### config.mk
export PLATFORM = sky130hd
export DESIGN_NAME = pktgen_top
export DESIGN_NICKNAME = d
export VERILOG_FILES = /design/src/hw/pktgen_pkg.sv /design/src/hw/arp_resolver.sv /design/src/hw/crc32_gen.sv /design/src/hw/frame_gen.sv /design/src/hw/pktgen_top.sv /design/src/hw/sec_tick.sv /design/src/hw/tx_rate_counter.sv
export VERILOG_INCLUDE_DIRS = /design/src /design/src/hw
export SDC_FILE = /design/constraint.sdc
export NUM_CORES = 2
export LEC_CHECK = 0
export CAP_MARGIN = 20
export CORE_MARGIN = 5
export CORE_UTILIZATION = 55
export CTS_CLUSTER_DIAMETER = 120
export DETAILED_ROUTE_END_ITERATION = 12
export DONT_BUFFER_PORTS = 1
export GPL_ROUTABILITY_DRIVEN = 0
export PLACE_DENSITY = 0.81
export SETUP_SLACK_MARGIN = 0.3
export SLEW_MARGIN = 0
export SYNTH_ARGS = -nofsm -noshare
export SYNTH_HDL_FRONTEND = slang
export SYNTH_SLANG_ARGS = --single-unit
### constraint.sdc
create_clock -name gmii_tx_clk -period 8.4 [get_ports gmii_tx_clk]
set_clock_uncertainty 0.05 [all_clocks]
set_input_delay 0.84 -clock gmii_tx_clk [delete_from_list [all_inputs] [get_ports gmii_tx_clk]]
set_output_delay 0.84 -clock gmii_tx_clk [all_outputs]
set_load 0.02 [all_outputs]
### src/hw/pktgen_params.svh
`ifndef PKTGEN_PARAMS_SVH
`define PKTGEN_PARAMS_SVH

// ----------------------------------------
// GMII framing
// ----------------------------------------
`define PKTGEN_PREAMBLE_BYTE 8'h55
`define PKTGEN_SFD_BYTE 8'hD5
`define PKTGEN_HDR_OFFSET 16'd8

// ----------------------------------------
// Protocol values
// ----------------------------------------
`define PKTGEN_ETHTYPE_IPV4 16'h0800
`define PKTGEN_ETHTYPE_ARP 16'h0806
`define PKTGEN_ARP_OP_REQUEST 16'd1
`define PKTGEN_ARP_OP_REPLY 16'd2
`define PKTGEN_IPV4_TTL 8'd64
`define PKTGEN_IPV4_PROTO_UDP 8'd17
`define PKTGEN_UDP_PORT 16'd3422
`define PKTGEN_MAGIC_CODE 40'hCC00CC00CC

// ----------------------------------------
// Lengths and timing
// ----------------------------------------
`define PKTGEN_ARP_FRAME_LEN 16'd64
`define PKTGEN_MIN_GAP 32'd2
`define PKTGEN_ARP_WAIT_CYCLES 32'd4096
`define PKTGEN_TICK_CYCLES 125000000

`endif

### src/hw/pktgen_pkg.sv
package pktgen_pkg;

  typedef logic [7:0]  byte_t;      // One GMII byte
  typedef logic [47:0] mac_addr_t;
  typedef logic [31:0] ipv4_addr_t;
  typedef logic [15:0] frame_len_t; // Dest MAC through FCS
  typedef logic [31:0] count_t;     // Timestamp and stats

  // ----------------------------------------
  // Transmit FSM
  // ----------------------------------------
  typedef enum logic [1:0] {
    tx_req_arp,   // Broadcast ARP request
    tx_wait_arp,  // Wait for gateway reply
    tx_ipv4_send, // IPv4/UDP test frame
    tx_gap        // Inter-frame gap
  } tx_state_t;

  // ----------------------------------------
  // Configuration and statistics
  // ----------------------------------------
  typedef struct packed {
    logic       enable;
    logic       req_arp;         // Forces a new resolution
    frame_len_t frame_len;
    count_t     inter_frame_gap; // In clock cycles
    mac_addr_t  src_mac;
    ipv4_addr_t src_ip;
    ipv4_addr_t gw_ip;           // Also the IPv4 destination
  } tx_cfg_t;

  typedef struct packed {
    count_t pps;        // Frames in the last second
    count_t throughput; // Bytes in the last second
  } tx_stats_t;

endpackage

### src/hw/arp_resolver.sv
`include "pktgen_params.svh"

module arp_resolver
  import pktgen_pkg::*;
(
  input  logic      gmii_tx_clk,
  input  logic      sys_rst,
  input  byte_t     gmii_rxd,
  input  logic      gmii_rx_dv,
  input  tx_cfg_t   cfg,
  output mac_addr_t dst_mac,
  output logic      arp_reply
);

  localparam logic [5:0] match_offset = 6'd42; // First byte after target IP

  logic [5:0]  rx_count;
  mac_addr_t   rx_src_mac;
  logic [15:0] rx_type;
  logic [15:0] rx_opcode;
  ipv4_addr_t  rx_sender_ip;
  ipv4_addr_t  rx_target_ip;
  logic        arp_match;

  // ----------------------------------------
  // Byte position within the frame
  // ----------------------------------------
  always_ff @(posedge gmii_tx_clk) begin
    if (sys_rst) begin
      rx_count <= '0;
    end else if (!gmii_rx_dv) begin
      rx_count <= '0;                  // Idle between frames
    end else if (rx_count <= match_offset) begin
      rx_count <= rx_count + 6'd1;     // Parks past the match point
    end
  end

  // Header fields shift in most significant byte first
  always_ff @(posedge gmii_tx_clk) begin
    if (gmii_rx_dv) begin
      case (rx_count) inside
        [6:11]:  rx_src_mac   <= {rx_src_mac[39:0], gmii_rxd};
        [12:13]: rx_type      <= {rx_type[7:0], gmii_rxd};
        [20:21]: rx_opcode    <= {rx_opcode[7:0], gmii_rxd};
        [28:31]: rx_sender_ip <= {rx_sender_ip[23:0], gmii_rxd};
        [38:41]: rx_target_ip <= {rx_target_ip[23:0], gmii_rxd};
        default: ;
      endcase
    end
  end

  // ----------------------------------------
  // Reply check
  // ----------------------------------------
  assign arp_match = gmii_rx_dv && (rx_count == match_offset)
                     && (rx_type == `PKTGEN_ETHTYPE_ARP)
                     && (rx_opcode == `PKTGEN_ARP_OP_REPLY)
                     && (rx_sender_ip == cfg.gw_ip)   // From our gateway
                     && (rx_target_ip == cfg.src_ip)  // Addressed to us
                     && !rx_src_mac[40]               // Unicast sender
                     && !cfg.req_arp;

  always_ff @(posedge gmii_tx_clk) begin
    if (sys_rst) begin
      dst_mac   <= '0;
      arp_reply <= 1'b0;
    end else begin
      arp_reply <= arp_match;
      if (cfg.req_arp) begin
        dst_mac <= '0;                 // Drop the learned address
      end else if (arp_match) begin
        dst_mac <= rx_src_mac;
      end
    end
  end

endmodule

### src/hw/crc32_gen.sv
module crc32_gen
  import pktgen_pkg::*;
(
  input  logic   gmii_tx_clk,
  input  logic   sys_rst,
  input  logic   crc_init,
  input  logic   crc_en,
  input  byte_t  crc_data,
  output count_t crc
);

  localparam count_t crc_poly = 32'hEDB88320; // Reflected 802.3 polynomial
  localparam count_t crc_seed = 32'hFFFFFFFF;

  count_t crc_q;

  // One byte, LSB first
  function automatic count_t crc_step(input count_t c, input byte_t d);
    count_t r;
    r = c ^ {24'h0, d};
    for (int i = 0; i < 8; i++) begin
      r = r[0] ? ((r >> 1) ^ crc_poly) : (r >> 1);
    end
    return r;
  endfunction

  always_ff @(posedge gmii_tx_clk) begin
    if (sys_rst) begin
      crc_q <= crc_seed;
    end else if (crc_init) begin
      crc_q <= crc_seed;
    end else if (crc_en) begin
      crc_q <= crc_step(crc_q, crc_data);
    end
  end

  // Low register byte goes out first, so it lands in crc[31:24]
  assign crc = ~{crc_q[7:0], crc_q[15:8], crc_q[23:16], crc_q[31:24]};

endmodule

### src/hw/frame_gen.sv
`include "pktgen_params.svh"

module frame_gen
  import pktgen_pkg::*;
(
  input  logic      gmii_tx_clk,
  input  logic      sys_rst,
  input  tx_cfg_t   cfg,
  input  mac_addr_t dst_mac,
  input  logic      arp_reply,
  input  count_t    crc,
  output logic      crc_init,
  output logic      crc_en,
  output byte_t     crc_data,
  output byte_t     gmii_txd,
  output logic      gmii_tx_en,
  output logic      frame_done
);

  tx_state_t   state;
  frame_len_t  tx_count;      // Cycle within the frame, preamble included
  frame_len_t  frame_len_q;
  count_t      gap_q;
  count_t      wait_cnt;      // ARP timeout or gap length
  logic [15:0] ipv4_id;
  count_t      timestamp;
  count_t      ts_q;
  logic [19:0] ip_sum;
  logic [15:0] ip_fold;
  frame_len_t  cur_len;
  frame_len_t  offs;
  frame_len_t  fcs_start;
  frame_len_t  fcs_pos;
  frame_len_t  ip_len;
  frame_len_t  udp_len;
  count_t      gap_len;
  logic        sending;
  logic        last_byte;
  logic        start_ipv4;
  byte_t       next_byte;

  // Byte idx of an n_bytes wide field, most significant first
  function automatic byte_t field_byte(input logic [47:0] val, input int unsigned n_bytes,
                                       input int unsigned idx);
    return val[8*(n_bytes - 1 - idx) +: 8];
  endfunction

  assign sending   = (state == tx_req_arp) || (state == tx_ipv4_send);
  assign cur_len   = (state == tx_req_arp) ? `PKTGEN_ARP_FRAME_LEN : frame_len_q;
  assign offs      = tx_count - `PKTGEN_HDR_OFFSET;
  assign fcs_start = cur_len - 16'd4;
  assign fcs_pos   = offs - fcs_start;
  assign last_byte = (tx_count == cur_len + `PKTGEN_HDR_OFFSET - 16'd1);
  assign ip_len    = frame_len_q - 16'd18;  // Less Ethernet header and FCS
  assign udp_len   = frame_len_q - 16'd38;
  assign gap_len   = (gap_q > `PKTGEN_MIN_GAP) ? gap_q : `PKTGEN_MIN_GAP;
  assign ip_fold   = ip_sum[15:0] + {15'd0, ip_sum[16]};

  assign start_ipv4 = ((state == tx_wait_arp) && arp_reply)
                      || ((state == tx_gap) && (wait_cnt == '0) && cfg.enable
                          && (dst_mac != '0));

  // ----------------------------------------
  // Byte mux
  // ----------------------------------------
  always_comb begin
    next_byte = 8'h00;
    if (tx_count < `PKTGEN_HDR_OFFSET - 16'd1) begin
      next_byte = `PKTGEN_PREAMBLE_BYTE;
    end else if (tx_count == `PKTGEN_HDR_OFFSET - 16'd1) begin
      next_byte = `PKTGEN_SFD_BYTE;
    end else if (offs >= fcs_start) begin
      next_byte = field_byte(48'(crc), 4, fcs_pos[1:0]);
    end else if (state == tx_req_arp) begin
      case (offs) inside
        [0:5]:   next_byte = 8'hFF;                                  // Broadcast
        [6:11]:  next_byte = field_byte(cfg.src_mac, 6, offs - 6);
        [12:13]: next_byte = field_byte(48'(`PKTGEN_ETHTYPE_ARP), 2, offs - 12);
        [14:15]: next_byte = field_byte(48'h1, 2, offs - 14);        // HW type Ethernet
        [16:17]: next_byte = field_byte(48'(`PKTGEN_ETHTYPE_IPV4), 2, offs - 16);
        18:      next_byte = 8'd6;                                   // MAC length
        19:      next_byte = 8'd4;                                   // IP length
        [20:21]: next_byte = field_byte(48'(`PKTGEN_ARP_OP_REQUEST), 2, offs - 20);
        [22:27]: next_byte = field_byte(cfg.src_mac, 6, offs - 22);
        [28:31]: next_byte = field_byte(48'(cfg.src_ip), 4, offs - 28);
        [38:41]: next_byte = field_byte(48'(cfg.gw_ip), 4, offs - 38);
        default: next_byte = 8'h00;                                  // Target MAC, pad
      endcase
    end else begin
      case (offs) inside
        [0:5]:   next_byte = field_byte(dst_mac, 6, offs);
        [6:11]:  next_byte = field_byte(cfg.src_mac, 6, offs - 6);
        [12:13]: next_byte = field_byte(48'(`PKTGEN_ETHTYPE_IPV4), 2, offs - 12);
        14:      next_byte = 8'h45;                                  // Version, IHL
        [16:17]: next_byte = field_byte(48'(ip_len), 2, offs - 16);
        [18:19]: next_byte = field_byte(48'(ipv4_id), 2, offs - 18);
        22:      next_byte = `PKTGEN_IPV4_TTL;
        23:      next_byte = `PKTGEN_IPV4_PROTO_UDP;
        [24:25]: next_byte = field_byte(48'(ip_sum[15:0]), 2, offs - 24);
        [26:29]: next_byte = field_byte(48'(cfg.src_ip), 4, offs - 26);
        [30:33]: next_byte = field_byte(48'(cfg.gw_ip), 4, offs - 30);
        [34:37]: next_byte = field_byte(48'(`PKTGEN_UDP_PORT), 2, offs[0]); // Both ports
        [38:39]: next_byte = field_byte(48'(udp_len), 2, offs - 38);
        [42:46]: next_byte = field_byte(48'(`PKTGEN_MAGIC_CODE), 5, offs - 42);
        [47:50]: next_byte = field_byte(48'(ts_q), 4, offs - 47);
        default: next_byte = 8'h00;                                  // Zero fields, pad
      endcase
    end
  end

  assign crc_data = next_byte;
  assign crc_init = sending && (tx_count == '0);
  assign crc_en   = sending && (tx_count >= `PKTGEN_HDR_OFFSET) && (offs < fcs_start);

  // ----------------------------------------
  // Transmit FSM
  // ----------------------------------------
  always_ff @(posedge gmii_tx_clk) begin
    if (sys_rst) begin
      state      <= tx_req_arp;
      tx_count   <= '0;
      wait_cnt   <= '0;
      ipv4_id    <= '0;
      timestamp  <= '0;
      frame_done <= 1'b0;
      gmii_tx_en <= 1'b0;
      gmii_txd   <= '0;
    end else begin
      timestamp  <= timestamp + 32'd1;
      frame_done <= 1'b0;
      gmii_tx_en <= sending;
      gmii_txd   <= sending ? next_byte : 8'h00;
      case (state)
        tx_req_arp: begin
          if (last_byte) begin
            tx_count <= '0;
            wait_cnt <= `PKTGEN_ARP_WAIT_CYCLES - 32'd1;
            state    <= tx_wait_arp;
          end else begin
            tx_count <= tx_count + 16'd1;
          end
        end
        tx_wait_arp: begin
          if (arp_reply) begin
            state <= tx_ipv4_send;
          end else if (wait_cnt == '0) begin
            state <= tx_req_arp;                   // Timed out, ask again
          end else begin
            wait_cnt <= wait_cnt - 32'd1;
          end
        end
        tx_ipv4_send: begin
          if (last_byte) begin
            tx_count   <= '0;
            wait_cnt   <= gap_len - 32'd1;
            ipv4_id    <= ipv4_id + 16'd1;
            frame_done <= 1'b1;
            state      <= tx_gap;
          end else begin
            tx_count <= tx_count + 16'd1;
          end
        end
        tx_gap: begin
          if (wait_cnt != '0) begin
            wait_cnt <= wait_cnt - 32'd1;
          end else if (!cfg.enable) begin
            wait_cnt <= gap_len - 32'd1;           // Idle another gap
          end else if (dst_mac != '0) begin
            state <= tx_ipv4_send;
          end else begin
            state <= tx_req_arp;
          end
        end
        default: state <= tx_req_arp;
      endcase
    end
  end

  // Per-frame settings and header checksum, built over the preamble
  always_ff @(posedge gmii_tx_clk) begin
    if (start_ipv4) begin
      frame_len_q <= cfg.frame_len;
      gap_q       <= cfg.inter_frame_gap;
      ts_q        <= timestamp;                    // Send time
    end
    if (state == tx_ipv4_send) begin
      case (tx_count)
        16'd0: ip_sum <= 20'(16'h4500) + 20'(ip_len) + 20'(ipv4_id)
                         + 20'({`PKTGEN_IPV4_TTL, `PKTGEN_IPV4_PROTO_UDP})
                         + 20'(cfg.src_ip[31:16]) + 20'(cfg.src_ip[15:0])
                         + 20'(cfg.gw_ip[31:16]) + 20'(cfg.gw_ip[15:0]);
        16'd1: ip_sum <= 20'(ip_sum[15:0]) + 20'(ip_sum[19:16]);
        16'd2: ip_sum <= {4'h0, ~ip_fold};         // Final carry folded in
        default: ;
      endcase
    end
  end

endmodule

### src/hw/pktgen_top.sv
`include "pktgen_params.svh"

module pktgen_top
  import pktgen_pkg::*;
#(
  parameter int unsigned tick_cycles = `PKTGEN_TICK_CYCLES
) (
  input  logic      gmii_tx_clk,
  input  logic      sys_rst,
  input  tx_cfg_t   cfg,
  input  byte_t     gmii_rxd,
  input  logic      gmii_rx_dv,
  output byte_t     gmii_txd,
  output logic      gmii_tx_en,
  output mac_addr_t dst_mac,
  output tx_stats_t stats
);

  logic   sec_pulse;
  logic   arp_reply;
  logic   frame_done;
  logic   crc_init;
  logic   crc_en;
  byte_t  crc_data;
  count_t crc;

  sec_tick #(
    .period(tick_cycles)
  ) u_sec_tick (
    .gmii_tx_clk (gmii_tx_clk),
    .sys_rst     (sys_rst),
    .sec_pulse   (sec_pulse)
  );

  arp_resolver u_arp_resolver (
    .gmii_tx_clk (gmii_tx_clk),
    .sys_rst     (sys_rst),
    .gmii_rxd    (gmii_rxd),
    .gmii_rx_dv  (gmii_rx_dv),
    .cfg         (cfg),
    .dst_mac     (dst_mac),
    .arp_reply   (arp_reply)
  );

  frame_gen u_frame_gen (
    .gmii_tx_clk (gmii_tx_clk),
    .sys_rst     (sys_rst),
    .cfg         (cfg),
    .dst_mac     (dst_mac),
    .arp_reply   (arp_reply),
    .crc         (crc),
    .crc_init    (crc_init),
    .crc_en      (crc_en),
    .crc_data    (crc_data),
    .gmii_txd    (gmii_txd),
    .gmii_tx_en  (gmii_tx_en),
    .frame_done  (frame_done)
  );

  crc32_gen u_crc32_gen (
    .gmii_tx_clk (gmii_tx_clk),
    .sys_rst     (sys_rst),
    .crc_init    (crc_init),
    .crc_en      (crc_en),
    .crc_data    (crc_data),
    .crc         (crc)
  );

  tx_rate_counter u_tx_rate_counter (
    .gmii_tx_clk (gmii_tx_clk),
    .sys_rst     (sys_rst),
    .sec_pulse   (sec_pulse),
    .frame_done  (frame_done),
    .cfg         (cfg),
    .stats       (stats)
  );

endmodule

### src/hw/sec_tick.sv
module sec_tick #(
  parameter int unsigned period
) (
  input  logic gmii_tx_clk,
  input  logic sys_rst,
  output logic sec_pulse
);

  localparam int unsigned cnt_w = $clog2(period + 1);
  localparam logic [cnt_w-1:0] reload = cnt_w'(period - 1);

  logic [cnt_w-1:0] tick_cnt;

  always_ff @(posedge gmii_tx_clk) begin
    if (sys_rst) begin
      tick_cnt  <= reload;
      sec_pulse <= 1'b0;
    end else if (tick_cnt == '0) begin
      tick_cnt  <= reload;  // Period elapsed
      sec_pulse <= 1'b1;
    end else begin
      tick_cnt  <= tick_cnt - 1'b1;
      sec_pulse <= 1'b0;
    end
  end

endmodule

### src/hw/tx_rate_counter.sv
module tx_rate_counter
  import pktgen_pkg::*;
(
  input  logic      gmii_tx_clk,
  input  logic      sys_rst,
  input  logic      sec_pulse,
  input  logic      frame_done,
  input  tx_cfg_t   cfg,
  output tx_stats_t stats
);

  count_t frame_acc;
  count_t byte_acc;
  count_t frame_bytes;

  assign frame_bytes = count_t'(cfg.frame_len);

  always_ff @(posedge gmii_tx_clk) begin
    if (sys_rst) begin
      frame_acc <= '0;
      byte_acc  <= '0;
      stats     <= '0;
    end else if (sec_pulse) begin
      stats.pps        <= frame_acc;
      stats.throughput <= byte_acc;
      // A frame ending now opens the new window
      frame_acc <= frame_done ? 32'd1 : 32'd0;
      byte_acc  <= frame_done ? frame_bytes : 32'd0;
    end else if (frame_done) begin
      frame_acc <= frame_acc + 32'd1;
      byte_acc  <= byte_acc + frame_bytes;
    end
  end

endmodule
== Word level (Yosys, flattened, before mapping) ==
Index checks and enable logic that the tools add are counted.
W data, S select, Z words.
Word-level totals
  RAM bits: 0
  memories kept: 0
  register bits after elaboration: 595
  ROM bits: 0
  output and inout bits: 121
  bits in latches: 0
Operators by class
  eq/ne operators: 25
  $lt $le $gt $ge: 49
  divide/modulo/power cells: 0
  bitwise gates (word level): 18
  multiplexer cells: 65
  shifts and indexed selects: 20
  $mul: 0
  reductions and logical operators: 64
  add/sub/neg operators: 57
Operators by type and width (number)
  $shiftx A48 B33 Y8: 13
  $mux W32: 19
  $shiftx A48 B33 Y8 const A: 7
  $mux W8: 30
  $sub A1 B29 Y29 const A: 7
  $sub A2 B29 Y29 const A: 5
  $sub A16 B5 Y17 const B: 8
  $ge A16 B5 Y1 const B: 8
  $pmux W32 S4: 1
  $le A16 B5 Y1 const B: 7
  $not A13 Y14: 8
  $add A20 B16 Y20: 5
  $le A16 B6 Y1 const B: 6
  $sub A3 B29 Y29 const A: 3
  $add A32 B1 Y32 const B: 2
  $eq A16 B5 Y1 const B: 4
  $eq A32 B32 Y1: 2
  $ge A16 B6 Y1 const B: 4
  $sub A32 B1 Y32 const B: 2
  $pmux W20 S3: 1
  $sub A16 B6 Y17 const B: 3
  $ge A16 B4 Y1 const B: 3
  $le A16 B4 Y1 const B: 3
  $mux W16: 3
  other kinds (70): 144

== Logic depth before layout (Yosys ltp) ==
  depth in word-level cells: 40
  depth in mapped cells: 28
  mapped depth without buffers: 24

== By module ==
A second synthesis with hierarchy kept.
Second synthesis, totals
  cells, all modules: 3842
  area total of the unflattened synthesis: 36695.2 sq um
By module, submodules not included
  frame_gen: seq. area each 5134.9 sq um, cells each 2313, times used 1, area each 19967.9 sq um
  arp_resolver: seq. area each 5425.2 sq um, cells each 528, times used 1, area each 7475.9 sq um
  tx_rate_counter: seq. area each 2562.5 sq um, cells each 654, times used 1, area each 5920.7 sq um
  crc32_gen: seq. area each 640.6 sq um, cells each 203, times used 1, area each 2079.5 sq um
  sec_tick: seq. area each 560.5 sq um, cells each 144, times used 1, area each 1251.2 sq um

== Worst setup path before layout ==
OpenSTA, ideal clock, no wires.
  path type: register -> register
  from: register u_frame_gen.wait_cnt[24]
  to: register u_frame_gen.frame_len_q[0], enable pin
  stages on the path, launching flop included: 9
  arrival: 6.522 ns
  path buffers: 0
  path slack: 1.284 ns
  setup time: 0.544 ns
  cells stage by stage: dfxtp_1 > or3_1 > or3_1 > or2_2 > or3_1 > nor3_1 > nand2_1 > or3_1 > a21oi_1
On the way
  cells in the longest elaborated chain, start to end: 5
Ends and longest elaborated chain
  from (decl): RTL line frame_gen.sv:24  | count_t wait_cnt;
  from (signal assigned): RTL line frame_gen.sv:137  | wait_cnt <= `PKTGEN_ARP_WAIT_CYCLES - 32'd1;
  from (signal assigned): RTL line frame_gen.sv:149  | wait_cnt <= wait_cnt - 32'd1;
  from (signal assigned): RTL line frame_gen.sv:155  | wait_cnt <= gap_len - 32'd1;
  $logic_not A32 Y1: RTL line frame_gen.sv:60  | || ((state == tx_gap) && (wait_cnt == '0) && cfg.enable
  $logic_and A1 B1 Y1 (2 in series): RTL line frame_gen.sv:60
  $logic_and A1 B1 Y1: RTL line frame_gen.sv:61  | && (dst_mac != '0));
  $logic_or A1 B1 Y1: RTL line frame_gen.sv:60
  named net u_frame_gen.start_ipv4: RTL line frame_gen.sv:39  | logic start_ipv4;
  to (signal assigned): RTL line frame_gen.sv:182  | frame_len_q <= cfg.frame_len;
  to (decl): RTL line frame_gen.sv:22  | frame_len_t frame_len_q;
The timed path passes the listed nets, and every way through them passes these cells.
A chain may end at the register's enable or synchronous reset.

== Worst setup path in the final report ==
  from: register u_frame_gen.tx_count[3]
  to: register u_crc32_gen.crc_q[19]
On the way
  cells in the longest elaborated chain, start to end: 37
Ends and longest elaborated chain
  from (decl): RTL line frame_gen.sv:21  | frame_len_t tx_count;
  from (signal assigned): RTL line frame_gen.sv:140  | tx_count <= tx_count + 16'd1;
  from (signal assigned): RTL line frame_gen.sv:160  | tx_count <= tx_count + 16'd1;
  $sub A16 B4 Y16 (no line)
  $sub A16 B6 Y17: RTL line frame_gen.sv:105  | [47:50]: next_byte = field_byte(48'(ts_q), 4, offs - 47);
  $sub A2 B29 Y29: RTL line frame_gen.sv:45  | return val[8*(n_bytes - 1 - idx) +: 8];
  $shiftx A48 B33 Y8: RTL line frame_gen.sv:45
  $mux W8 (15 in series): RTL line frame_gen.sv:90  | case (offs) inside
  $mux W8: RTL line frame_gen.sv:74  | end else if (state == tx_req_arp) begin
  $mux W8: RTL line frame_gen.sv:72  | end else if (offs >= fcs_start) begin
  $mux W8: RTL line frame_gen.sv:70  | end else if (tx_count == `PKTGEN_HDR_OFFSET - 16'd1) begin
  [6 not listed]
  $not A13 Y14 (no line)
  $mux W32 (2 in series): RTL line crc32_gen.sv:22  | r = r[0] ? ((r >> 1) ^ crc_poly) : (r >> 1);
  $not A13 Y14 (no line)
  $mux W32: RTL line crc32_gen.sv:22
  $not A13 Y14 (no line)
  $mux W32: RTL line crc32_gen.sv:22
  $not A13 Y14 (no line)
  $mux W32: RTL line crc32_gen.sv:22
  to (signal assigned): RTL line crc32_gen.sv:29  | crc_q <= crc_seed;
  to (signal assigned): RTL line crc32_gen.sv:31  | crc_q <= crc_seed;
  to (signal assigned): RTL line crc32_gen.sv:33  | crc_q <= crc_step(crc_q, crc_data);
  to (decl): RTL line crc32_gen.sv:15  | count_t crc_q;
Parallel ways exist; a longest one is shown, timed or not.

==> results_dict.tcl <==
set metrics [dict create \
    grt_pass1_vias 28100 \
    pwr-share-comb_pct 14.6 \
    viasPerCell 6.56 \
    grt_pass1_wl_um 166000 \
    synthCells 3774 \
    pwr-share-clk_pct 42.3 \
    dr.pass1.iters 12 \
    syn_avg_cell_area_um2 9.62 \
    setup_tns_ns 0 \
    htreeDepth 3 \
    wl_um 110000 \
    critPathKind "flop to flop" \
    swShare_pct 26.8 \
    port_buffers 0 \
    required_ns 8.83 \
    drv_slew 0 \
    overflow 0 \
    synth_ff_type "dfxtp_1" \
    final_hold_viol_count 0 \
    cts.sinks 595 \
    die_x_um 267 \
    ir_drop_v 0.000194 \
    ys_ff_latch 595 \
    synth-edff-count 244 \
    hold_class "primary input to flop" \
    yosysWarnings 0 \
    cts_tree "built" \
    grt_max_degree 189 \
    clock_latency_ns 0.66 \
    dp_hpwl_um 79500 \
    pwr-share-seq_pct 43.1 \
    cp.arrival_ns 7.18 \
    crit_start "u_frame_gen.tx_count[3]" \
    io-pin-count 294 \
    hp-start "gmii_rxd[0]" \
    synth_nets 4133 \
    worstPathMaxFanout 28 \
    fin_crit_sh_pct 80.4 \
    finalSetupViolCount 0 \
    postCtsSetupBuffers 0 \
    final_util_pct 59.5 \
    status "complete, no violations" \
    area_delta_synth_final_pct 7.61 \
    tightest_slew_ns 1.29 \
    endpoint_kind "flop" \
    p_leak_nw 13.6 \
    antenna_found_initial 8 \
    first_iter_violations 4536 \
    drc 0 \
    root_buffer "clkbuf_16" \
    reg2reg_from "u_frame_gen.tx_count[3]" \
    drv_cap 0 \
    slew_headroom_pct 12.8 \
    async_flop_share_pct 0 \
    cts_buffers 66 \
    clk_pin_slew_ns 0.06 \
    routedWlPerCell_um 23.9 \
    die_height_um 267 \
    p_switching_mw 1.89 \
    rsz0062_at_grt "no" \
    fmax_ghz 0.148 \
    nets 4022 \
    die_area_um2 71200 \
    postRouteAntennaNets 0 \
    route.vias.total 30100 \
    seq_area_frac_synth_pct 39.6 \
    groute.usage.overall_pct 29.4 \
    cts.repair.resized 0 \
    core_um2 65600 \
    synth_area_um2 36300 \
    drive_gt1_share_pct 8.04 \
    worstSetupStartpointType "flop" \
    rows 94 \
    power_density_nw_per_um2 181 \
    ctsLongestPathBuffers 3 \
    start_util_pct 55.3 \
    intPower_mw 5.16 \
    synth.distinct_cells 116 \
    fin_crit_ns 6.75 \
    cts_hold_buf 0 \
]
-- cell type report --
class | count | area (µm²)
multi-input combinational | 2807 | 20500
inverter | 165 | 619
fill | 5324 | 26600
clock inverter | 31 | 332
timing repair buffer | 28 | 221
clock buffer | 91 | 1920
sequential | 595 | 14400
tap | 864 | 1080
antenna | 7 | 17.5
-- Yosys cell counts, drive strengths merged (62+ instances only) --
library cell    n  share of area [%]
a21oi         173                2.4
buf            62               0.90
clkbuf        145                1.5
dfxtp         351                 19
edfxtp        244                 20
fa             65                3.6
ha            121                4.2
inv           165                1.7
mux2i         156                4.3
nand2         266                2.8
nand3         114                1.6
nand4          73                1.3
nor2          459                4.8
nor3           97                1.4
nor4           62                1.2
o21ai         160                2.2
or3            63                1.1
xnor2         219                5.6
xor2          141                3.5
-- flip-flops by register name, summed over array words and instances, names as in the netlist, 32 cells and up --
register / flops
u_arp_resolver.dst_mac: 48
u_arp_resolver.rx_sender_ip: 32
u_arp_resolver.rx_src_mac: 48
u_arp_resolver.rx_target_ip: 32
u_crc32_gen.crc_q: 32
u_frame_gen.gap_q: 32
u_frame_gen.timestamp: 32
u_frame_gen.ts_q: 32
u_frame_gen.wait_cnt: 32
u_tx_rate_counter.byte_acc: 32
u_tx_rate_counter.frame_acc: 32
u_tx_rate_counter.stats: 64
-- metal layers --
layer	track usage (%)	routed length [µm]	up-vias
met3	10.4	14000	528
met2	44.3	47900	1903
li1	-	-	13400
met5	0	71	-
met4	15.6	7240	8
met1	37.2	40400	14300
-- per-stage QoR --
stage               hold slack [ns]  cell area, µm²  instances  total power [mW]  setup slack [ns]
floorplan                     0.346           36300       3774              3.83              1.28
global placement              0.367           36800       4457              4.05              2.05
detailed placement            0.373           36800       4458              4.07              1.90
CTS                           0.234           39000       4580              7.04              1.89
global route                  0.228           39000       4583              7.30              1.33
finish                        0.232           39100       4588              7.05              1.65
-- final timing paths --
path                            slack [ns]  cells after the start                              to
worst min-delay path                  0.23                      0  u_arp_resolver.rx_sender_ip[0]
worst max register to register        1.65                     17           u_crc32_gen.crc_q[19]
worst max-delay path                  1.65                     17           u_crc32_gen.crc_q[19]
worst min register to register        0.38                      0            u_frame_gen.ts_q[28]
-- critical path: stages (launching register included) --
cell	delay, ns
dfxtp_1	0.87
inv_2	0.29
ha_1	1.06
inv_1	0.50
ha_1	0.35
a2111o_1	0.40
o221ai_1	0.46
and2_1	0.41
nor2_1	0.09
nor2_1	0.14
o311ai_0	0.17
nor4_2	0.37
a211oi_4	0.11
xnor2_4	0.34
xnor2_4	0.23
xor3_1	0.49
xnor2_1	0.20
o211ai_2	0.09
-- kinds of logic (layout without fill, tap and decap cells) --
logic type	after synthesis	after routing	synth area share, %
buffers and inverters	372	315	4.11
and+or+nand+nor	1359	1359	18.5
adders and majority gates	186	186	7.76
AOI/OAI and AO/OA	675	675	12.6
DFF	595	595	39.6
muxes	222	222	8.00
xor gates and xnor gates	365	365	9.48
other	0	7	0
-- cell usage in the layout, fill, tap and decap left out, types with 28 or more instances in the layout --
cell type / Yosys / routed
o211ai_1: 35 / 35
mux2i_1: 156 / 156
or3_1: 62 / 62
nor3_1: 93 / 91
nand2_1: 266 / 266
xnor2_1: 210 / 210
dfxtp_1: 351 / 348
inv_1: 163 / 163
a21oi_1: 170 / 168
nand4_1: 72 / 72
ha_1: 121 / 121
nand3_1: 112 / 112
xor2_1: 136 / 136
nor4_1: 56 / 55
fa_1: 65 / 65
a31oi_1: 28 / 28
nor2b_1: 30 / 30
mux4_2: 53 / 53
o21ai_0: 154 / 154
clkbuf_16: 0 / 70
nor2_1: 457 / 454
edfxtp_1: 244 / 244
and3_1: 53 / 53
-- power by group through the flow --
stage | Sequential (mW) | Clock [mW] | Combinational, mW
finish | 3.04 | 2.98 | 1.03
detailed placement | 3.10 | 0 | 0.974
floorplan | 3.09 | 0 | 0.740
CTS | 3.04 | 3.02 | 0.986
global placement | 3.10 | 0 | 0.952
global route | 3.04 | 3.15 | 1.11
Power figures use the tool's default switching activity.
